File: src/verilog/pool_defines.svh
`ifndef POOL_DEFINES_SVH
`define POOL_DEFINES_SVH

// --------------------
// datapath sizing
// --------------------

// one stream word
`define POOL_DWID 32

// byte lanes per word, the narrowest layout
`define POOL_LANES 4

// window size, run length and element counters
`define POOL_CNT_W 8

`endif

File: src/verilog/pool_pkg.sv
`default_nettype none

`include "pool_defines.svh"

package pool_pkg;

  // one stream word, viewed per lane layout
  typedef union packed {
    logic [`POOL_DWID-1:0]       w32;
    logic [1:0][15:0]            h16;
    logic [`POOL_LANES-1:0][7:0] b8;
  } vect_word_u;

  // lane layout of a word
  typedef enum logic [1:0] {
    VECT_32 = 2'b00,
    VECT_16 = 2'b01,
    VECT_8  = 2'b10
  } vect_mode_e;

  // reduction applied across a window
  typedef enum logic [1:0] {
    OP_ACC = 2'b00,
    OP_MAX = 2'b01,
    OP_MIN = 2'b10
  } pool_op_e;

  // window FSM
  typedef enum logic [2:0] {
    ST_IDLE     = 3'd0,
    ST_FIRST    = 3'd1,
    ST_ACCUM    = 3'd2,
    ST_HOLD     = 3'd3,
    ST_HOLD_END = 3'd4
  } pool_state_e;

endpackage

`default_nettype wire

File: src/verilog/pool_ctrl_fsm.sv
`default_nettype none
`timescale 1ns/1ps

module pool_ctrl_fsm
  import pool_pkg::*;
(
  input  wire logic clk,
  input  wire logic rst_n,
  input  wire logic start_i,
  input  wire logic data_valid_i,
  input  wire logic rslt_ready_i,
  input  wire logic wind_last_i,
  input  wire logic run_last_i,
  output logic      data_ready_o,
  output logic      rslt_valid_o,
  output logic      busy_o,
  output logic      done_o,
  output logic      beat_o,
  output logic      load_first_o,
  output logic      accumulate_o,
  output logic      run_clear_o
);

  pool_state_e state_q;
  pool_state_e state_d;
  logic        done_q;

  // --------------------
  // stream handshakes
  // --------------------

  // input is open only while no result is pending
  assign data_ready_o = (state_q == ST_FIRST) || (state_q == ST_ACCUM);
  assign rslt_valid_o = (state_q == ST_HOLD) || (state_q == ST_HOLD_END);
  assign beat_o       = data_ready_o && data_valid_i;

  // result register steering
  assign load_first_o = beat_o && (state_q == ST_FIRST);
  assign accumulate_o = beat_o && (state_q == ST_ACCUM);

  // counters restart with each run
  assign run_clear_o  = (state_q == ST_IDLE) && start_i;

  assign busy_o       = (state_q != ST_IDLE);
  assign done_o       = done_q;

  // --------------------
  // next state
  // --------------------
  always_comb begin
    state_d = state_q;
    case (state_q)
      ST_IDLE: begin
        if (start_i) begin
          state_d = ST_FIRST;
        end
      end
      ST_FIRST, ST_ACCUM: begin
        if (beat_o) begin
          if (wind_last_i) begin
            state_d = run_last_i ? ST_HOLD_END : ST_HOLD;
          end else begin
            state_d = ST_ACCUM;
          end
        end
      end
      ST_HOLD: begin
        if (rslt_ready_i) begin
          state_d = ST_FIRST;
        end
      end
      ST_HOLD_END: begin
        if (rslt_ready_i) begin
          state_d = ST_IDLE;
        end
      end
      default: begin
        state_d = ST_IDLE;
      end
    endcase
  end

  always_ff @(posedge clk or negedge rst_n) begin
    if (!rst_n) begin
      state_q <= ST_IDLE;
      done_q  <= 1'b0;
    end else begin
      state_q <= state_d;
      // last result taken, pulse done once
      done_q  <= (state_q == ST_HOLD_END) && rslt_ready_i;
    end
  end

  // --------------------
  // checks
  // --------------------

  // a presented result is not withdrawn before acceptance
  a_rslt_held: assert property (@(posedge clk) disable iff (!rst_n)
    rslt_valid_o && !rslt_ready_i |=> rslt_valid_o);

endmodule

`default_nettype wire

File: src/verilog/pool_wind_counter.sv
`default_nettype none
`timescale 1ns/1ps

`include "pool_defines.svh"

module pool_wind_counter (
  input  wire logic                   clk,
  input  wire logic                   rst_n,
  input  wire logic                   run_clear_i,
  input  wire logic                   beat_i,
  input  wire logic [`POOL_CNT_W-1:0] wind_size_i,
  input  wire logic [`POOL_CNT_W-1:0] data_len_i,
  output logic                        wind_last_o,
  output logic                        run_last_o
);

  // elements already taken in this window / in this run
  logic [`POOL_CNT_W-1:0] wind_cnt;
  logic [`POOL_CNT_W-1:0] run_cnt;

  assign run_last_o  = (run_cnt == data_len_i - 1'b1);

  // the run's last element also closes a short window
  assign wind_last_o = (wind_cnt == wind_size_i - 1'b1) || run_last_o;

  always_ff @(posedge clk or negedge rst_n) begin
    if (!rst_n) begin
      wind_cnt <= '0;
      run_cnt  <= '0;
    end else if (run_clear_i) begin
      wind_cnt <= '0;
      run_cnt  <= '0;
    end else if (beat_i) begin
      run_cnt  <= run_cnt + 1'b1;
      if (wind_last_o) begin
        wind_cnt <= '0;
      end else begin
        wind_cnt <= wind_cnt + 1'b1;
      end
    end
  end

  // zero sizes would never close a window
  a_sizes_nonzero: assert property (@(posedge clk) disable iff (!rst_n)
    beat_i |-> (wind_size_i != '0) && (data_len_i != '0));

endmodule

`default_nettype wire

File: src/verilog/pool_simd_alu.sv
`default_nettype none
`timescale 1ns/1ps

`include "pool_defines.svh"

module pool_simd_alu
  import pool_pkg::*;
(
  input  wire logic [`POOL_DWID-1:0] a_i,
  input  wire logic [`POOL_DWID-1:0] b_i,
  input  wire vect_mode_e            vect_i,
  input  wire logic                  sign_i,
  input  wire pool_op_e              op_i,
  output logic [`POOL_DWID-1:0]      y_o
);

  // per-lane outcome
  localparam logic [2:0] SEL_A      = 3'd0;
  localparam logic [2:0] SEL_B      = 3'd1;
  localparam logic [2:0] SEL_SUM    = 3'd2;
  localparam logic [2:0] SEL_SAT_HI = 3'd3;
  localparam logic [2:0] SEL_SAT_LO = 3'd4;

  vect_word_u a_w;
  vect_word_u b_w;
  vect_word_u b_op;
  vect_word_u sum_w;
  vect_word_u y_w;

  logic                             is_sub;
  logic [`POOL_LANES-1:0]           lane_top;
  logic [`POOL_LANES-1:0]           brk;
  logic [`POOL_LANES-1:0][1:0]      owner;
  logic [36:0]                      ext_a;
  logic [36:0]                      ext_b;
  logic [36:0]                      ext_s;
  logic [`POOL_LANES-1:0]           cout;
  logic [`POOL_LANES-1:0]           ovf_sub;
  logic [`POOL_LANES-1:0]           ovf_add;
  logic [`POOL_LANES-1:0]           a_ge_b;
  logic [`POOL_LANES-1:0][2:0]      seg_sel;

  assign a_w    = a_i;
  assign b_w    = b_i;
  // compare runs a - b, acc runs a + b
  assign is_sub = (op_i != OP_ACC);
  assign b_op   = is_sub ? ~b_i : b_i;

  // --------------------
  // lane layout
  // --------------------
  always_comb begin
    case (vect_i)
      VECT_8: begin
        lane_top = 4'b1111;
        owner    = {2'd3, 2'd2, 2'd1, 2'd0};
      end
      VECT_16: begin
        lane_top = 4'b1010;
        owner    = {2'd3, 2'd3, 2'd1, 2'd1};
      end
      default: begin
        lane_top = 4'b1000;
        owner    = {2'd3, 2'd3, 2'd3, 2'd3};
      end
    endcase
  end

  // slot below byte k breaks the chain when a lane starts at k
  assign brk = {lane_top[2:0], 1'b1};

  // --------------------
  // partitioned adder
  // --------------------
  always_comb begin
    ext_a = '0;
    ext_b = '0;
    for (int k = 0; k < `POOL_LANES; k++) begin
      // lane start: 1/1 injects carry for sub, 0/0 blocks it for add
      // inside a lane: 1/0 passes the carry through
      ext_a[9*k]        = brk[k] ? is_sub : 1'b1;
      ext_b[9*k]        = brk[k] ? is_sub : 1'b0;
      ext_a[9*k+1 +: 8] = a_w.b8[k];
      ext_b[9*k+1 +: 8] = b_op.b8[k];
    end
  end

  assign ext_s = ext_a + ext_b;

  // --------------------
  // per segment decision
  // --------------------
  always_comb begin
    for (int k = 0; k < `POOL_LANES; k++) begin
      sum_w.b8[k] = ext_s[9*k+1 +: 8];
      // slot above a lane top always breaks, so its sum bit is the carry out
      cout[k]     = ext_s[9*k+9];

      ovf_sub[k] = (a_w.b8[k][7] & ~b_w.b8[k][7] & ~sum_w.b8[k][7]) |
                   (~a_w.b8[k][7] & b_w.b8[k][7] & sum_w.b8[k][7]);
      ovf_add[k] = (a_w.b8[k][7] & b_w.b8[k][7] & ~sum_w.b8[k][7]) |
                   (~a_w.b8[k][7] & ~b_w.b8[k][7] & sum_w.b8[k][7]);

      // unsigned: no borrow means a >= b
      a_ge_b[k] = sign_i ? cout[k] : ~(sum_w.b8[k][7] ^ ovf_sub[k]);

      case (op_i)
        OP_MAX: begin
          seg_sel[k] = a_ge_b[k] ? SEL_A : SEL_B;
        end
        OP_MIN: begin
          seg_sel[k] = a_ge_b[k] ? SEL_B : SEL_A;
        end
        default: begin
          if (sign_i) begin
            seg_sel[k] = cout[k] ? SEL_SAT_HI : SEL_SUM;
          end else if (ovf_add[k]) begin
            seg_sel[k] = a_w.b8[k][7] ? SEL_SAT_LO : SEL_SAT_HI;
          end else begin
            seg_sel[k] = SEL_SUM;
          end
        end
      endcase
    end
  end

  // --------------------
  // byte assembly
  // --------------------

  // wider lanes follow the decision of their top byte
  always_comb begin
    for (int k = 0; k < `POOL_LANES; k++) begin
      case (seg_sel[owner[k]])
        SEL_A:      y_w.b8[k] = a_w.b8[k];
        SEL_B:      y_w.b8[k] = b_w.b8[k];
        SEL_SUM:    y_w.b8[k] = sum_w.b8[k];
        SEL_SAT_HI: y_w.b8[k] = (lane_top[k] && !sign_i) ? 8'h7f : 8'hff;
        SEL_SAT_LO: y_w.b8[k] = lane_top[k] ? 8'h80 : 8'h00;
        default:    y_w.b8[k] = 8'h00;
      endcase
    end
  end

  assign y_o = y_w.w32;

  // 2'b11 is the dropped complex layout
  always_comb begin
    a_vect_legal: assert (vect_i !== 2'b11);
  end

endmodule

`default_nettype wire

File: src/verilog/pool_accum_reg.sv
`default_nettype none
`timescale 1ns/1ps

`include "pool_defines.svh"

module pool_accum_reg (
  input  wire logic                  clk,
  input  wire logic                  rst_n,
  input  wire logic                  load_first_i,
  input  wire logic                  accumulate_i,
  input  wire logic [`POOL_DWID-1:0] data_i,
  input  wire logic [`POOL_DWID-1:0] alu_i,
  output logic [`POOL_DWID-1:0]      rslt_o
);

  // --------------------
  // running window result
  // --------------------

  // first element starts the window as is
  // later ones fold in through the ALU
  // no beat, no change, so the presented result stays put
  always_ff @(posedge clk or negedge rst_n) begin
    if (!rst_n) begin
      rslt_o <= '0;
    end else if (load_first_i) begin
      rslt_o <= data_i;
    end else if (accumulate_i) begin
      rslt_o <= alu_i;
    end
  end

endmodule

`default_nettype wire

File: src/verilog/pool_top.sv
`default_nettype none
`timescale 1ns/1ps

`include "pool_defines.svh"

module pool_top
  import pool_pkg::*;
(
  input  wire logic                   clk,
  input  wire logic                   rst_n,
  // configuration, stable from start until done
  input  wire logic                   start_i,
  input  wire vect_mode_e             vect_i,
  input  wire logic                   sign_i,
  input  wire pool_op_e               op_i,
  input  wire logic [`POOL_CNT_W-1:0] wind_size_i,
  input  wire logic [`POOL_CNT_W-1:0] data_len_i,
  // element stream
  input  wire logic [`POOL_DWID-1:0]  data_i,
  input  wire logic                   data_valid_i,
  output logic                        data_ready_o,
  // result stream
  output logic [`POOL_DWID-1:0]       rslt_o,
  output logic                        rslt_valid_o,
  input  wire logic                   rslt_ready_i,
  // status
  output logic                        busy_o,
  output logic                        done_o
);

  logic                  beat;
  logic                  load_first;
  logic                  accumulate;
  logic                  run_clear;
  logic                  wind_last;
  logic                  run_last;
  logic [`POOL_DWID-1:0] alu_y;

  // --------------------
  // control
  // --------------------
  pool_ctrl_fsm u_ctrl (
    .clk          (clk),
    .rst_n        (rst_n),
    .start_i      (start_i),
    .data_valid_i (data_valid_i),
    .rslt_ready_i (rslt_ready_i),
    .wind_last_i  (wind_last),
    .run_last_i   (run_last),
    .data_ready_o (data_ready_o),
    .rslt_valid_o (rslt_valid_o),
    .busy_o       (busy_o),
    .done_o       (done_o),
    .beat_o       (beat),
    .load_first_o (load_first),
    .accumulate_o (accumulate),
    .run_clear_o  (run_clear)
  );

  pool_wind_counter u_cnt (
    .clk         (clk),
    .rst_n       (rst_n),
    .run_clear_i (run_clear),
    .beat_i      (beat),
    .wind_size_i (wind_size_i),
    .data_len_i  (data_len_i),
    .wind_last_o (wind_last),
    .run_last_o  (run_last)
  );

  // --------------------
  // datapath
  // --------------------

  // new element against the stored partial result
  pool_simd_alu u_alu (
    .a_i    (data_i),
    .b_i    (rslt_o),
    .vect_i (vect_i),
    .sign_i (sign_i),
    .op_i   (op_i),
    .y_o    (alu_y)
  );

  pool_accum_reg u_acc (
    .clk          (clk),
    .rst_n        (rst_n),
    .load_first_i (load_first),
    .accumulate_i (accumulate),
    .data_i       (data_i),
    .alu_i        (alu_y),
    .rslt_o       (rslt_o)
  );

endmodule

`default_nettype wire

File: config.mk
export PLATFORM = sky130hd
export DESIGN_NAME = pool_top
export DESIGN_NICKNAME = d
export VERILOG_FILES = /design/src/verilog/pool_pkg.sv /design/src/verilog/pool_ctrl_fsm.sv /design/src/verilog/pool_wind_counter.sv /design/src/verilog/pool_simd_alu.sv /design/src/verilog/pool_accum_reg.sv /design/src/verilog/pool_top.sv
export VERILOG_INCLUDE_DIRS = /design/src /design/src/verilog
export SDC_FILE = /design/constraint.sdc
export NUM_CORES = 1
export LEC_CHECK = 0
export BUFFER_PORTS_ARGS = -buffer_cell sky130_fd_sc_hd__buf_4
export CAP_MARGIN = 20
export CORE_AREA = 2 2 136 138
export DETAILED_ROUTE_END_ITERATION = 16
export DIE_AREA = 0 0 138 140
export HOLD_SLACK_MARGIN = 0.12
export PLACE_DENSITY_LB_ADDON = 0.25
export RECOVER_POWER = 100
export SLEW_MARGIN = 30
export SYNTH_ARGS = -nofsm -noshare
export SYNTH_HDL_FRONTEND = slang
export SYNTH_HIERARCHICAL = 1
export SYNTH_SLANG_ARGS = --single-unit
export TNS_END_PERCENT = 10
File: constraint.sdc
create_clock -name clk -period 5.1 [get_ports clk]
set_clock_uncertainty 0.15 [all_clocks]
set_input_delay 0.255 -clock clk [delete_from_list [all_inputs] [get_ports clk]]
set_output_delay 0.255 -clock clk [all_outputs]
set_load 0.02 [all_outputs]
==> results of run 1 <==
-- cell usage in the layout (no fill, tap or decap), types with 5 or more instances in the layout --
cell type	n
sky130_fd_sc_hd__a211o_1	6
sky130_fd_sc_hd__a211oi_1	6
sky130_fd_sc_hd__a21o_1	11
sky130_fd_sc_hd__a21oi_1	50
sky130_fd_sc_hd__a221oi_1	5
sky130_fd_sc_hd__a311o_1	6
sky130_fd_sc_hd__a31oi_1	5
sky130_fd_sc_hd__and2_1	7
sky130_fd_sc_hd__and3_1	15
sky130_fd_sc_hd__buf_4	77
sky130_fd_sc_hd__clkbuf_1	37
sky130_fd_sc_hd__clkbuf_16	5
sky130_fd_sc_hd__dfrtp_1	52
sky130_fd_sc_hd__dlygate4sd3_1	35
sky130_fd_sc_hd__ha_1	41
sky130_fd_sc_hd__inv_1	31
sky130_fd_sc_hd__mux2i_1	54
sky130_fd_sc_hd__nand2_1	102
sky130_fd_sc_hd__nand2b_1	19
sky130_fd_sc_hd__nand3_1	27
sky130_fd_sc_hd__nand4_1	12
sky130_fd_sc_hd__nor2_1	51
sky130_fd_sc_hd__nor2b_1	10
sky130_fd_sc_hd__nor3_1	15
sky130_fd_sc_hd__nor3b_1	6
sky130_fd_sc_hd__nor4_1	6
sky130_fd_sc_hd__o211ai_1	9
sky130_fd_sc_hd__o21a_1	9
sky130_fd_sc_hd__o21ai_0	70
sky130_fd_sc_hd__o21ai_1	18
sky130_fd_sc_hd__o21bai_1	8
sky130_fd_sc_hd__o22ai_1	10
sky130_fd_sc_hd__o31a_1	5
sky130_fd_sc_hd__o31ai_1	7
sky130_fd_sc_hd__o32ai_1	5
sky130_fd_sc_hd__or3_1	12
sky130_fd_sc_hd__xnor2_1	61
sky130_fd_sc_hd__xor2_1	20
-- state kept, by name (all words and copies together), names as in the netlist --
| name | flops |
|---|---|
| u_ctrl/done_o | 1 |
| u_acc/rslt_o | 32 |
| u_ctrl/state_q | 3 |
| u_cnt/run_cnt | 8 |
| u_cnt/wind_cnt | 8 |
-- path summary, 6_finish.rpt --
check | endpoint | slack [ns] | depth (start not counted)
worst max-delay path | u_acc/rslt_o[6]$_DFFE_PN0P_ | 0.37 | 20
worst min-delay path | u_ctrl/state_q[0]$_DFFE_PN0P_ | 0.16 | 3
worst max register to register | u_acc/rslt_o[6]$_DFFE_PN0P_ | 0.45 | 16
worst min register to register | u_cnt/wind_cnt[3]$_DFFE_PN0P_ | 0.45 | 2
max in group asynchronous | u_acc/rslt_o[5]$_DFFE_PN0P_ | 1.78 | 2
min in group asynchronous | u_acc/rslt_o[28]$_DFFE_PN0P_ | 1.31 | 2
-- cells by family (layout without fill, tap and decap cells) --
| family | after synthesis | count (layout) | synth area share, % |
|---|---|---|---|
| AO/OA/AOI/OAI | 281 | 281 | 27.7 |
| adder cells (fa/ha/maj) | 43 | 43 | 7.58 |
| AND/OR/NAND/NOR | 313 | 313 | 22.9 |
| buffers and inverters | 71 | 194 | 4.94 |
| multiplexers | 57 | 57 | 8.27 |
| XOR/XNOR | 81 | 81 | 10.1 |
| flip-flops | 52 | 52 | 18.5 |
-- stage by stage --
stage	power, W	std cells	worst slack, ns	instance area [µm²]	util (%)
floorplan	0.00352	898	0.388	7040	-
global placement	0.00442	1207	0.252	8030	45.1
detailed placement	0.00444	1207	0.177	8030	45.1
CTS	0.00488	1250	0.491	8540	48.0
global route	0.00516	1250	0.122	8340	46.9
finish	0.00472	1250	0.369	8340	46.9
-- critical path, cell delays in order --
cell	delay, ns
sky130_fd_sc_hd__clkbuf_4	0.12
sky130_fd_sc_hd__inv_1	0.07
sky130_fd_sc_hd__ha_1	0.27
sky130_fd_sc_hd__buf_12	0.25
sky130_fd_sc_hd__xnor2_1	0.10
sky130_fd_sc_hd__ha_1	0.37
sky130_fd_sc_hd__and4b_1	0.25
sky130_fd_sc_hd__and3_1	0.20
sky130_fd_sc_hd__o211ai_2	0.17
sky130_fd_sc_hd__a21oi_2	0.20
sky130_fd_sc_hd__nor2_1	0.08
sky130_fd_sc_hd__o41a_1	0.49
sky130_fd_sc_hd__and2_0	0.25
sky130_fd_sc_hd__o31ai_1	0.36
sky130_fd_sc_hd__buf_4	0.20
sky130_fd_sc_hd__o21a_1	0.33
sky130_fd_sc_hd__nor3_2	0.15
sky130_fd_sc_hd__or3_1	0.39
sky130_fd_sc_hd__mux2i_1	0.18
sky130_fd_sc_hd__o21ai_2	0.06
-- what timing repair did --
item | CTS | global route
hold buffers | 35 | 0
hold endpoints to repair | 87 | 0
setup buffers | 0 | 0
-- layout make-up --
cell class,instances,share of cell area [%]
multi-input combinational,775,64.1
sequential,52,15.6
timing repair buffer,153,13.4
tap,229,3.44
clock buffer,5,1.50
inverter,33,1.49
clock inverter,3,0.405
-- routing by layer --
metal	up-vias	global-route usage, %
li1	3581	-
met1	3353	29.0
met2	159	34.2
met3	12	3.01
met4	0	4.67
met5	-	0
-- power by group through the flow --
stage                     Clock [W]  Combinational, W  Sequential, W
final                      0.000397           0.00348       0.000846
after global routing       0.000423           0.00386       0.000884
after CTS                  0.000410           0.00362       0.000852
after detailed placement          0           0.00358       0.000857
after global placement            0           0.00357       0.000856
after floorplan                   0           0.00259       0.000937
==> run_summary.xml, run 1 <==
<?xml version="1.0" encoding="UTF-8"?>
<metrics>
  <group name="critical_path">
    <metric name="critPathLaunch" unit="">op_i[0]</metric>
    <metric name="worst_r2r_startpoint" unit="">u_acc/rslt_o[7]$_DFFE_PN0P_</metric>
    <metric name="criticalPathCategory" unit="">in2reg</metric>
    <metric name="worstSetupStartpointType" unit="">input pin</metric>
    <metric name="worst_setup_path_end_kind" unit="">flip-flop</metric>
    <metric name="cp_data_required_time" unit="ns">5.14</metric>
    <metric name="critical_path.max_fanout" unit="">25</metric>
    <metric name="data_arrival_at_the_endpoint_of_the_critical_path" unit="ns">4.77</metric>
  </group>
  <group name="synth">
    <metric name="async_flop_share" unit="%">100</metric>
    <metric name="ys.warnings.count" unit="">6</metric>
    <metric name="yosys.cell_count.top_type" unit="">sky130_fd_sc_hd__nand2_1</metric>
    <metric name="synth_top_cell_area_share" unit="%">18.5</metric>
    <metric name="synth-edff-count" unit="">0</metric>
    <metric name="net_count_after_synthesis" unit="">997</metric>
    <metric name="synth_area" unit="µm²">7040</metric>
    <metric name="yosys-top-cells-count" unit="">102 x sky130_fd_sc_hd__nand2_1, 61 x sky130_fd_sc_hd__xnor2_1, 55 x sky130_fd_sc_hd__o21ai_0, 54 x sky130_fd_sc_hd__mux2i_1</metric>
    <metric name="yosys_register_bits" unit="">52</metric>
    <metric name="synth.lib_cells_used.distinct" unit="">94</metric>
    <metric name="synthesis.instances" unit="">898</metric>
    <metric name="synth.area.top_cells" unit="">sky130_fd_sc_hd__dfrtp_1 18%, sky130_fd_sc_hd__mux2i_1 7.7%, sky130_fd_sc_hd__xnor2_1 7.6%</metric>
    <metric name="synth_flop_cell" unit="">sky130_fd_sc_hd__dfrtp_1</metric>
    <metric name="synth_largest_area_cell" unit="">sky130_fd_sc_hd__dfrtp_1</metric>
    <metric name="register_area_share_after_synthesis" unit="%">18.5</metric>
    <metric name="post_synth.cell_area_avg" unit="µm²">7.83</metric>
  </group>
  <group name="floorplanning">
    <metric name="num_ports" unit="">94</metric>
    <metric name="dieHeight" unit="µm">140</metric>
    <metric name="start_util" unit="%">39.6</metric>
    <metric name="fp-row-count" unit="">49</metric>
    <metric name="floorplan.core_area" unit="µm²">17800</metric>
    <metric name="dieWidth" unit="µm">138</metric>
    <metric name="die_area" unit="µm²">19300</metric>
  </group>
  <group name="pwr">
    <metric name="combinationalPowerShare" unit="%">73.7</metric>
    <metric name="seq_power_share" unit="%">17.9</metric>
    <metric name="total_leakage_power" unit="nW">3.40</metric>
    <metric name="clock_power_share" unit="%">8.4</metric>
    <metric name="net_load_switching_power" unit="W">0.00245</metric>
    <metric name="power.ir.vdd_worst" unit="mV">0.272</metric>
    <metric name="cellPowerDensity" unit="nW/µm²">566</metric>
    <metric name="switching_share" unit="%">51.8</metric>
    <metric name="cell_internal_pwr" unit="W">0.00227</metric>
  </group>
  <group name="sta">
    <metric name="fin_crit_sh" unit="%">92.8</metric>
    <metric name="max_freq" unit="MHz">211</metric>
    <metric name="max_slew.worst_pin.slew" unit="ns">3.02</metric>
    <metric name="final_hold_viol_count" unit="">0</metric>
    <metric name="fin_setup_tns" unit="ns">0</metric>
    <metric name="fin_crit" unit="ns">4.73</metric>
    <metric name="timing.max_slew.rel_slack" unit="%">-102</metric>
    <metric name="timing_max_transition_violations_final" unit="">53</metric>
    <metric name="grt_setup_unrepaired" unit="">false</metric>
    <metric name="final_setup_viols" unit="">0</metric>
    <metric name="timing.hold.ws" unit="ns">0.164</metric>
  </group>
  <group name="routing">
    <metric name="route.met2.wl" unit="mm">9.17</metric>
    <metric name="firstDrtPassIters" unit="">6</metric>
    <metric name="detail_route.drc_violations" unit="">0</metric>
    <metric name="top_layer_used" unit="">met4</metric>
    <metric name="wl_per_cell" unit="µm">16.2</metric>
    <metric name="vias" unit="">7105</metric>
    <metric name="initialDrtViolationCount" unit="">500</metric>
    <metric name="routed_wirelength" unit="mm">20.2</metric>
    <metric name="drt-vias-per-instance" unit="">5.68</metric>
    <metric name="met1_length" unit="mm">9.86</metric>
    <metric name="antenna_left" unit="">0</metric>
    <metric name="detailroute.wirelength.met3" unit="µm">932</metric>
  </group>
  <group name="status">
    <metric name="outcome" unit="">complete, but fails checks</metric>
    <metric name="failed_checks" unit="">max-capacitance violations, max-slew violations</metric>
  </group>
  <group name="placed_design">
    <metric name="finalWeightedCongestion" unit="">0.959</metric>
    <metric name="place.port_buffers" unit="">93</metric>
    <metric name="place_hpwl" unit="mm">15.1</metric>
  </group>
  <group name="layout">
    <metric name="final_net_count" unit="">1119</metric>
    <metric name="antennaDiodeCount" unit="">0</metric>
    <metric name="n_fill_cell" unit="">1823</metric>
    <metric name="area.growth.synth_to_final" unit="%">18.5</metric>
    <metric name="layout.area.seq" unit="µm²">1300</metric>
    <metric name="multi_input_area" unit="µm²">5350</metric>
    <metric name="layout-drive-gt1-share" unit="%">11.6</metric>
  </group>
  <group name="global_route">
    <metric name="grt.total_usage" unit="%">20.8</metric>
    <metric name="first_pass_grt_wire_length" unit="mm">33.9</metric>
    <metric name="antenna_found_initial" unit="">0</metric>
    <metric name="grt_overflow" unit="">0</metric>
    <metric name="number_of_global_route_vias_before_repair" unit="">6749</metric>
    <metric name="grt_start_max_net_pins" unit="">65</metric>
  </group>
  <group name="clock_tree">
    <metric name="cts-root-to-sink-buffers" unit="">2</metric>
    <metric name="cts.htree.levels" unit="">2</metric>
    <metric name="cts_root_cell" unit="">sky130_fd_sc_hd__clkbuf_16</metric>
    <metric name="clkSlewWorstSetupHoldPaths" unit="ns">0.09</metric>
    <metric name="cts_resized" unit="">0</metric>
    <metric name="worst_skew_pair.late_latency" unit="ns">0.32</metric>
    <metric name="cts-buffers-inserted" unit="">5</metric>
    <metric name="cts_num_sinks" unit="">52</metric>
    <metric name="cts_tree" unit="">yes</metric>
  </group>
  <group name="worst_hold_path">
    <metric name="hp-start" unit="">start_i</metric>
    <metric name="hold_crit_path_type" unit="">in2reg</metric>
  </group>
  <group name="flow_run">
    <metric name="cap_viol_max_count" unit="">1</metric>
  </group>
</metrics>
(Power assumes the default switching activity.)
==> inputs of run 2 (changes only) <==
ABC_CLOCK_PERIOD_IN_PS = 5100   (was not set)
CTS_BUF_LIST = sky130_fd_sc_hd__clkbuf_8   (was not set)
==> run 2 against run 1 <==
The flow still finishes with violations (max-capacitance violations, max-slew violations). Die area unchanged. Register-to-register slack gained 0.02 ns. Combinational power is essentially flat. Worst hold slack worse by 0.030 ns. Non-clock buffer count unchanged. Maximum frequency is 1.1% higher. Critical endpoint unchanged. Highest routed layer unchanged.
==> run_summary.xml, run 2 (synthesized netlist as in run 1, its figures left out) <==
<?xml version="1.0" encoding="UTF-8"?>
<metrics>
  <group name="layout">
    <metric name="leading_cell_type_in_the_layout_fill_and_taps_excluded" unit="">sky130_fd_sc_hd__nand2_1</metric>
    <metric name="postLayoutCoreUtil" unit="%">46.5</metric>
    <metric name="area.growth.synth_to_final" unit="%">17.6</metric>
    <metric name="largest-register" unit="">u_acc/rslt_o</metric>
    <metric name="largestRegisters" unit="">u_acc/rslt_o: 32 flops, u_cnt/run_cnt: 8 flops, u_cnt/wind_cnt: 8 flops</metric>
    <metric name="n_fill_cell" unit="">1825</metric>
    <metric name="final_net_count" unit="">1119</metric>
    <metric name="antennaDiodeCount" unit="">0</metric>
    <metric name="flip_flop_count_of_the_largest_register_all_copies_and_words_added" unit="">32</metric>
    <metric name="layout-drive-gt1-share" unit="%">11.5</metric>
    <metric name="mostFrequentLayoutCells" unit="">102 x sky130_fd_sc_hd__nand2_1, 76 x sky130_fd_sc_hd__buf_4, 73 x sky130_fd_sc_hd__o21ai_0</metric>
  </group>
  <group name="clock_tree">
    <metric name="cts_tree" unit="">yes</metric>
    <metric name="cts-root-to-sink-buffers" unit="">2</metric>
    <metric name="hold_buffers" unit="">35</metric>
    <metric name="clkSlewWorstSetupHoldPaths" unit="ns">0.13</metric>
    <metric name="cts-buffers-inserted" unit="">5</metric>
    <metric name="cts_root_cell" unit="">sky130_fd_sc_hd__clkbuf_8</metric>
    <metric name="cts_num_sinks" unit="">52</metric>
    <metric name="post-cts-setup-buffer-count" unit="">0</metric>
    <metric name="cts.htree.levels" unit="">2</metric>
    <metric name="worst_skew_pair.late_latency" unit="ns">0.35</metric>
    <metric name="cts_resized" unit="">0</metric>
  </group>
  <group name="sta">
    <metric name="grt_setup_unrepaired" unit="">false</metric>
    <metric name="timing.max_slew.rel_slack" unit="%">-103</metric>
    <metric name="max_freq" unit="MHz">214</metric>
    <metric name="max_slew.worst_pin.slew" unit="ns">3.04</metric>
    <metric name="final_setup_viols" unit="">0</metric>
    <metric name="timing_max_transition_violations_final" unit="">53</metric>
    <metric name="fin_crit" unit="ns">4.68</metric>
    <metric name="fin_crit_sh" unit="%">91.7</metric>
    <metric name="fin_setup_tns" unit="ns">0</metric>
    <metric name="final_hold_viol_count" unit="">0</metric>
  </group>
  <group name="routing">
    <metric name="vias" unit="">7117</metric>
    <metric name="firstDrtPassIters" unit="">5</metric>
    <metric name="antenna_left" unit="">0</metric>
    <metric name="detail_route.drc_violations" unit="">0</metric>
    <metric name="routed_wirelength" unit="mm">20.1</metric>
    <metric name="wl_per_cell" unit="µm">16.1</metric>
    <metric name="initialDrtViolationCount" unit="">467</metric>
    <metric name="drt-vias-per-instance" unit="">5.69</metric>
  </group>
  <group name="critical_path">
    <metric name="data_arrival_at_the_endpoint_of_the_critical_path" unit="ns">4.75</metric>
    <metric name="worst_path_dominant_cell_family" unit="">compound AO/OA/AOI/OAI gates</metric>
    <metric name="worst_setup_path_end_kind" unit="">flip-flop</metric>
    <metric name="reg2regPathDepth" unit="">17</metric>
    <metric name="critPathSlowestCell" unit="">sky130_fd_sc_hd__a211oi_2</metric>
    <metric name="critical_path.n_buffers_inverters" unit="">4</metric>
    <metric name="r2r-end" unit="">u_acc/rslt_o[23]$_DFFE_PN0P_</metric>
    <metric name="critPathCapture" unit="">u_acc/rslt_o[6]$_DFFE_PN0P_</metric>
    <metric name="r2r_slack" unit="ns">0.47</metric>
    <metric name="worstSetupStartpointType" unit="">input pin</metric>
    <metric name="critical_path.max_fanout" unit="">25</metric>
    <metric name="cp_data_required_time" unit="ns">5.17</metric>
    <metric name="worst_r2r_startpoint" unit="">u_acc/rslt_o[23]$_DFFE_PN0P_</metric>
    <metric name="criticalPathCategory" unit="">in2reg</metric>
    <metric name="critPathMaxStageDelay" unit="ns">0.48</metric>
    <metric name="critPathLaunch" unit="">op_i[0]</metric>
    <metric name="crit_path_cell_trace" unit="">clkbuf_4 &gt; inv_1 &gt; ha_1 &gt; buf_12 &gt; xnor2_1 &gt; ha_1 &gt; a21oi_1 &gt; o211ai_1 &gt; and2_0 &gt; o31a_1 &gt; nor3_2 &gt; clkbuf_1 &gt; a21o_1 &gt; a311oi_1 &gt; o2111a_1 &gt; a211oi_2 &gt; nor3_2 &gt; or3_1 &gt; mux2i_1 &gt; o21ai_2</metric>
    <metric name="crit_cells" unit="">20</metric>
  </group>
  <group name="pwr">
    <metric name="total_leakage_power" unit="nW">3.37</metric>
    <metric name="cellPowerDensity" unit="nW/µm²">557</metric>
    <metric name="power.ir.vdd_worst" unit="mV">0.266</metric>
  </group>
  <group name="floorplanning">
    <metric name="die_area" unit="µm²">19300</metric>
    <metric name="floorplan.core_area" unit="µm²">17800</metric>
    <metric name="dieWidth" unit="µm">138</metric>
    <metric name="dieHeight" unit="µm">140</metric>
    <metric name="fp-row-count" unit="">49</metric>
    <metric name="start_util" unit="%">39.6</metric>
    <metric name="num_ports" unit="">94</metric>
  </group>
  <group name="global_route">
    <metric name="number_of_global_route_vias_before_repair" unit="">6759</metric>
    <metric name="grt_start_max_net_pins" unit="">65</metric>
    <metric name="first_pass_grt_wire_length" unit="mm">33.9</metric>
    <metric name="antenna_found_initial" unit="">0</metric>
    <metric name="grt_overflow" unit="">0</metric>
    <metric name="grt.total_usage" unit="%">20.7</metric>
  </group>
  <group name="worst_hold_path">
    <metric name="hold_crit_path_type" unit="">in2reg</metric>
  </group>
  <group name="placed_design">
    <metric name="place_hpwl" unit="mm">15.1</metric>
    <metric name="finalWeightedCongestion" unit="">0.959</metric>
    <metric name="place.port_buffers" unit="">93</metric>
  </group>
  <group name="status">
    <metric name="outcome" unit="">complete, but fails checks</metric>
    <metric name="failed_checks" unit="">max-capacitance violations, max-slew violations</metric>
  </group>
  <group name="flow_run">
    <metric name="cap_viol_max_count" unit="">1</metric>
  </group>
</metrics>
[run 2: changes by cell type in the layout (fill, tap and decap cells not counted)]
cell	before	now
sky130_fd_sc_hd__o21ai_0	70	73
sky130_fd_sc_hd__o21ai_1	18	15
sky130_fd_sc_hd__clkbuf_8	0	5
sky130_fd_sc_hd__clkbuf_16	5	0
sky130_fd_sc_hd__clkbuf_1	37	38
sky130_fd_sc_hd__buf_4	77	76
[run 2: where the power goes]
part	leakage [nW]	internal, W	switching, W	total (W)
logic	2.69	0.00149	0.00197	0.00346
registers	0.633	0.000586	0.000259	0.000844
clock network	0.0515	0.000104	0.000194	0.000299
[run 2: area by class of cell]
cell class              count  area [µm²]  share of cell area (%)
inverters                  33         124                    1.50
well taps                 229         287                    3.46
flip-flops and latches     52        1300                    15.7
clock buffers               5        68.8                   0.832
clock inverters             3        33.8                   0.408
multi-input cells         775        5350                    64.6
repair buffers            153        1120                    13.5
[run 2: through the flow]
stage	area, µm²	total power (W)	hold WS [ns]	setup WS [ns]	std cells
after floorplan	7040	0.00352	-0.191	0.388	898
after global placement	8030	0.00442	0.215	0.252	1207
after detailed placement	8030	0.00444	0.220	0.177	1207
after CTS	8480	0.00478	0.141	0.512	1250
after global routing	8280	0.00506	0.144	0.137	1250
final	8280	0.00461	0.134	0.421	1250
[run 2: worst min-delay path by stage]
stage / depth (start not counted) / slack [ns] / to / from
floorplan: 0 / -0.19 / u_acc/rslt_o[0]$_DFFE_PN0P_ / rst_n
global placement: 1 / 0.21 / u_acc/rslt_o[28]$_DFFE_PN0P_ / rst_n
detailed placement: 1 / 0.22 / u_acc/rslt_o[28]$_DFFE_PN0P_ / rst_n
CTS: 3 / 0.14 / u_ctrl/state_q[0]$_DFFE_PN0P_ / start_i
global route: 3 / 0.14 / u_ctrl/state_q[0]$_DFFE_PN0P_ / start_i
finish: 3 / 0.13 / u_ctrl/state_q[0]$_DFFE_PN0P_ / start_i
[run 2: routing by layer]
layer	wire [µm]	track usage, %	vias up	share of wire, %
met2	9110	33.9	191	45
li1	-	-	3582	-
met5	0	0	-	0
met1	9710	28.9	3326	48
met4	260	4.83	0	1.3
met3	1010	3.15	18	5.0
[run 2: worst min-delay path: stages]
cell,delay [ns]
sky130_fd_sc_hd__buf_4,0.11
sky130_fd_sc_hd__a21oi_1,0.14
sky130_fd_sc_hd__a221oi_1,0.09
==> inputs of run 3 (changes only) <==
ABC_AREA = 1   (was not set)
CORE_AREA = 2 2 135 137   (was 2 2 136 138)
DIE_AREA = 0 0 137 139   (was 0 0 138 140)
==> run 3 against run 2 <==
The run still ends with max-capacitance violations, max-slew violations left. Critical path depth grew 5. Register-to-register slack gained 0.91 ns. Count of clock-buffer cells in the layout is the same. Maximum frequency grew 6.2%. Sequential power shrank 7.7%. Area after synthesis shrank 0.98%. Die area shrank 1.4%. Combinational power shrank 14%. Cell area shrank 2.0%. Wire length grew 2.2%. Non-clock buffer count shrank 19. Critical path type unchanged.
==> run_summary.xml, run 3 <==
<?xml version="1.0" encoding="UTF-8"?>
<metrics>
  <group name="clock_tree">
    <metric name="cts_root_cell" unit="">sky130_fd_sc_hd__clkbuf_8</metric>
    <metric name="cts_tree" unit="">yes</metric>
    <metric name="cts-buffers-inserted" unit="">5</metric>
    <metric name="worst_skew_pair.late_latency" unit="ns">0.35</metric>
    <metric name="cts_num_sinks" unit="">52</metric>
    <metric name="cts.htree.levels" unit="">2</metric>
    <metric name="post-cts-setup-buffer-count" unit="">0</metric>
    <metric name="clkSlewWorstSetupHoldPaths" unit="ns">0.13</metric>
    <metric name="cts-root-to-sink-buffers" unit="">2</metric>
  </group>
  <group name="critical_path">
    <metric name="data_arrival_at_the_endpoint_of_the_critical_path" unit="ns">4.50</metric>
    <metric name="critPathSlowestCell" unit="">sky130_fd_sc_hd__ha_1</metric>
    <metric name="worst_setup_path_end_kind" unit="">flip-flop</metric>
    <metric name="cp_data_required_time" unit="ns">5.20</metric>
    <metric name="critical_path.n_buffers_inverters" unit="">5</metric>
    <metric name="critical_path.max_fanout" unit="">12</metric>
    <metric name="worst_path_dominant_cell_family" unit="">simple AND/OR/NAND/NOR gates</metric>
    <metric name="crit_path_frequent_cell" unit="">sky130_fd_sc_hd__nand3_1</metric>
    <metric name="crit_cells" unit="">25</metric>
    <metric name="critPathMaxStageDelay" unit="ns">0.60</metric>
    <metric name="worstSetupStartpointType" unit="">input pin</metric>
    <metric name="criticalPathCategory" unit="">in2reg</metric>
    <metric name="reg2regPathDepth" unit="">22</metric>
  </group>
  <group name="layout">
    <metric name="largestRegisters" unit="">u_acc/rslt_o: 32 flops, u_cnt/run_cnt: 8 flops, u_cnt/wind_cnt: 8 flops</metric>
    <metric name="flip_flop_count_of_the_largest_register_all_copies_and_words_added" unit="">32</metric>
    <metric name="multi_input_area" unit="µm²">4970</metric>
    <metric name="mostFrequentLayoutCells" unit="">365 x sky130_fd_sc_hd__nand2_1, 151 x sky130_fd_sc_hd__nand3_1, 114 x sky130_fd_sc_hd__inv_1</metric>
    <metric name="n_fill_cell" unit="">1929</metric>
    <metric name="leading_cell_type_in_the_layout_fill_and_taps_excluded" unit="">sky130_fd_sc_hd__nand2_1</metric>
    <metric name="largest-register" unit="">u_acc/rslt_o</metric>
    <metric name="final_net_count" unit="">1354</metric>
    <metric name="area.growth.synth_to_final" unit="%">16.4</metric>
    <metric name="layout.area.seq" unit="µm²">1300</metric>
    <metric name="layout-drive-gt1-share" unit="%">10.7</metric>
    <metric name="antennaDiodeCount" unit="">0</metric>
  </group>
  <group name="floorplanning">
    <metric name="num_ports" unit="">94</metric>
    <metric name="floorplan.core_area" unit="µm²">17700</metric>
    <metric name="fp-row-count" unit="">49</metric>
    <metric name="dieHeight" unit="µm">139</metric>
    <metric name="start_util" unit="%">39.5</metric>
    <metric name="dieWidth" unit="µm">137</metric>
    <metric name="die_area" unit="µm²">19000</metric>
  </group>
  <group name="synth">
    <metric name="yosys.cell_count.top_type" unit="">sky130_fd_sc_hd__nand2_1</metric>
    <metric name="post_synth.cell_area_avg" unit="µm²">6.12</metric>
    <metric name="yosys_register_bits" unit="">52</metric>
    <metric name="synth_largest_area_cell" unit="">sky130_fd_sc_hd__nand2_1</metric>
    <metric name="synth.lib_cells_used.distinct" unit="">51</metric>
    <metric name="synth-edff-count" unit="">0</metric>
    <metric name="net_count_after_synthesis" unit="">1238</metric>
    <metric name="synth_flop_cell" unit="">sky130_fd_sc_hd__dfrtp_1</metric>
    <metric name="ys.warnings.count" unit="">6</metric>
    <metric name="synth_top_cell_area_share" unit="%">19.4</metric>
    <metric name="synth_area" unit="µm²">6970</metric>
    <metric name="yosys-top-cells-count" unit="">360 x sky130_fd_sc_hd__nand2_1, 150 x sky130_fd_sc_hd__nand3_1, 112 x sky130_fd_sc_hd__inv_1, 89 x sky130_fd_sc_hd__nor2_1, 58 x sky130_fd_sc_hd__a21oi_1</metric>
    <metric name="async_flop_share" unit="%">100</metric>
    <metric name="register_area_share_after_synthesis" unit="%">18.7</metric>
    <metric name="synthesis.instances" unit="">1139</metric>
    <metric name="synth.area.top_cells" unit="">sky130_fd_sc_hd__nand2_1 19%, sky130_fd_sc_hd__dfrtp_1 19%, sky130_fd_sc_hd__nand3_1 11%</metric>
  </group>
  <group name="sta">
    <metric name="max_slew.worst_pin.slew" unit="ns">3.02</metric>
    <metric name="timing.max_slew.rel_slack" unit="%">-101</metric>
    <metric name="grt_setup_unrepaired" unit="">false</metric>
    <metric name="fin_setup_tns" unit="ns">0</metric>
    <metric name="max_freq" unit="MHz">227</metric>
    <metric name="fin_crit" unit="ns">4.40</metric>
    <metric name="fin_crit_sh" unit="%">86.4</metric>
    <metric name="timing.hold.ws" unit="ns">0.205</metric>
    <metric name="final_hold_viol_count" unit="">0</metric>
    <metric name="final_setup_viols" unit="">0</metric>
    <metric name="timing_max_transition_violations_final" unit="">53</metric>
  </group>
  <group name="routing">
    <metric name="routed_wirelength" unit="mm">20.5</metric>
    <metric name="detail_route.drc_violations" unit="">0</metric>
    <metric name="antenna_left" unit="">0</metric>
    <metric name="vias" unit="">7569</metric>
    <metric name="wl_per_cell" unit="µm">13.8</metric>
    <metric name="firstDrtPassIters" unit="">7</metric>
    <metric name="initialDrtViolationCount" unit="">422</metric>
    <metric name="drt-vias-per-instance" unit="">5.10</metric>
  </group>
  <group name="flow_run">
    <metric name="cap_viol_max_count" unit="">1</metric>
  </group>
  <group name="placed_design">
    <metric name="place_hpwl" unit="mm">15.5</metric>
    <metric name="finalWeightedCongestion" unit="">0.924</metric>
    <metric name="place.port_buffers" unit="">93</metric>
  </group>
  <group name="global_route">
    <metric name="antenna_found_initial" unit="">0</metric>
    <metric name="first_pass_grt_wire_length" unit="mm">34.2</metric>
    <metric name="grt_overflow" unit="">0</metric>
    <metric name="number_of_global_route_vias_before_repair" unit="">7111</metric>
    <metric name="grt.total_usage" unit="%">21.8</metric>
    <metric name="grt_start_max_net_pins" unit="">53</metric>
  </group>
  <group name="worst_hold_path">
    <metric name="hold_crit_path_type" unit="">in2reg</metric>
    <metric name="hold_path_cells" unit="">6</metric>
  </group>
  <group name="pwr">
    <metric name="power.ir.vdd_worst" unit="mV">0.224</metric>
    <metric name="total_leakage_power" unit="nW">4.04</metric>
    <metric name="cellPowerDensity" unit="nW/µm²">500</metric>
  </group>
  <group name="status">
    <metric name="outcome" unit="">complete, but fails checks</metric>
    <metric name="failed_checks" unit="">max-capacitance violations, max-slew violations</metric>
  </group>
</metrics>
==> run 3: path summary, 6_finish.rpt <==
path	startpoint	end	slack [ns]
setup / recovery	op_i[1]	u_acc/rslt_o[5]$_DFFE_PN0P_	0.70
hold / removal	start_i	u_ctrl/state_q[0]$_DFFE_PN0P_	0.21
setup reg to reg	u_acc/rslt_o[1]$_DFFE_PN0P_	u_acc/rslt_o[2]$_DFFE_PN0P_	1.38
hold reg to reg	u_cnt/run_cnt[6]$_DFFE_PN0P_	u_cnt/run_cnt[6]$_DFFE_PN0P_	0.42
max in group asynchronous	rst_n	u_acc/rslt_o[28]$_DFFE_PN0P_	1.83
min in group asynchronous	rst_n	u_acc/rslt_o[17]$_DFFE_PN0P_	1.28
==> run 3: area by class of cell <==
| type | count | share of cell area [%] |
|---|---|---|
| inverter | 132 | 6.14 |
| clock inverter | 3 | 0.355 |
| tap | 229 | 3.53 |
| multi-input combinational | 930 | 61.3 |
| clock buffer | 5 | 0.849 |
| sequential | 52 | 16.0 |
| timing repair buffer | 134 | 11.8 |
==> run 3: layer usage <==
layer / GRT usage (%) / vias up / routed length (µm)
met5: 0 / - / 0
met4: 4.94 / 0 / 320
met3: 2.85 / 17 / 986
met2: 37.5 / 181 / 9680
met1: 28.7 / 3424 / 9540
li1: - / 3947 / -
==> run 3: power breakdown <==
| part | leakage, nW | internal [W] | switching (W) |
|---|---|---|---|
| sequential | 0.668 | 0.000565 | 0.000215 |
| combinational | 3.32 | 0.00109 | 0.00189 |
| clock | 0.0511 | 0.000105 | 0.000187 |
| total | 4.04 | 0.00176 | 0.00229 |
==> run 3: worst register-to-register path, stage by stage (launching register included) <==
cell                      delay (ns)
sky130_fd_sc_hd__dfrtp_1        0.45
sky130_fd_sc_hd__xnor2_1        0.15
sky130_fd_sc_hd__ha_1           0.36
sky130_fd_sc_hd__a21oi_1        0.20
sky130_fd_sc_hd__o21ai_1        0.09
sky130_fd_sc_hd__buf_4          0.18
sky130_fd_sc_hd__nand2_1        0.08
sky130_fd_sc_hd__nand3_2        0.20
sky130_fd_sc_hd__nand2_2        0.13
sky130_fd_sc_hd__nand2_1        0.06
sky130_fd_sc_hd__nand2_2        0.08
sky130_fd_sc_hd__nand2_2        0.08
sky130_fd_sc_hd__o21ai_2        0.14
sky130_fd_sc_hd__nand2_2        0.17
sky130_fd_sc_hd__nand2_2        0.18
sky130_fd_sc_hd__nand2_4        0.08
sky130_fd_sc_hd__nand3_4        0.10
sky130_fd_sc_hd__nand2_4        0.13
sky130_fd_sc_hd__nor2_2         0.27
sky130_fd_sc_hd__nand2_1        0.09
sky130_fd_sc_hd__nand3_1        0.09
sky130_fd_sc_hd__nand3_1        0.07
sky130_fd_sc_hd__nand3_1        0.12
==> run 3: kinds of logic (layout without fill, tap and decap cells) <==
group	count (synthesis)	in the layout	synth area share, %
adder cells (fa/ha/maj)	41	41	7.36
buffers and inverters	157	274	9.84
AND/OR/NAND/NOR	670	670	42.5
flip-flops	52	52	18.7
AO/OA/AOI/OAI	147	147	12.4
XOR/XNOR	72	72	9.16
==> run 3: per-stage QoR <==
stage	cell area [µm²]	setup slack, ns	cells	power (W)	utilization (%)
after floorplan	6970	1.45	1139	0.00308	-
after global placement	7820	0.630	1442	0.00383	44.3
after detailed placement	7820	0.640	1442	0.00384	44.3
after CTS	8270	1.02	1485	0.00418	46.8
after global routing	8110	0.309	1485	0.00449	45.9
final	8110	0.696	1485	0.00405	45.9
==> run 3: timing repair <==
action,4_1_cts,5_1_grt
hold endpoints to repair,87,0
hold buffers,35,0
resized for setup,0,0
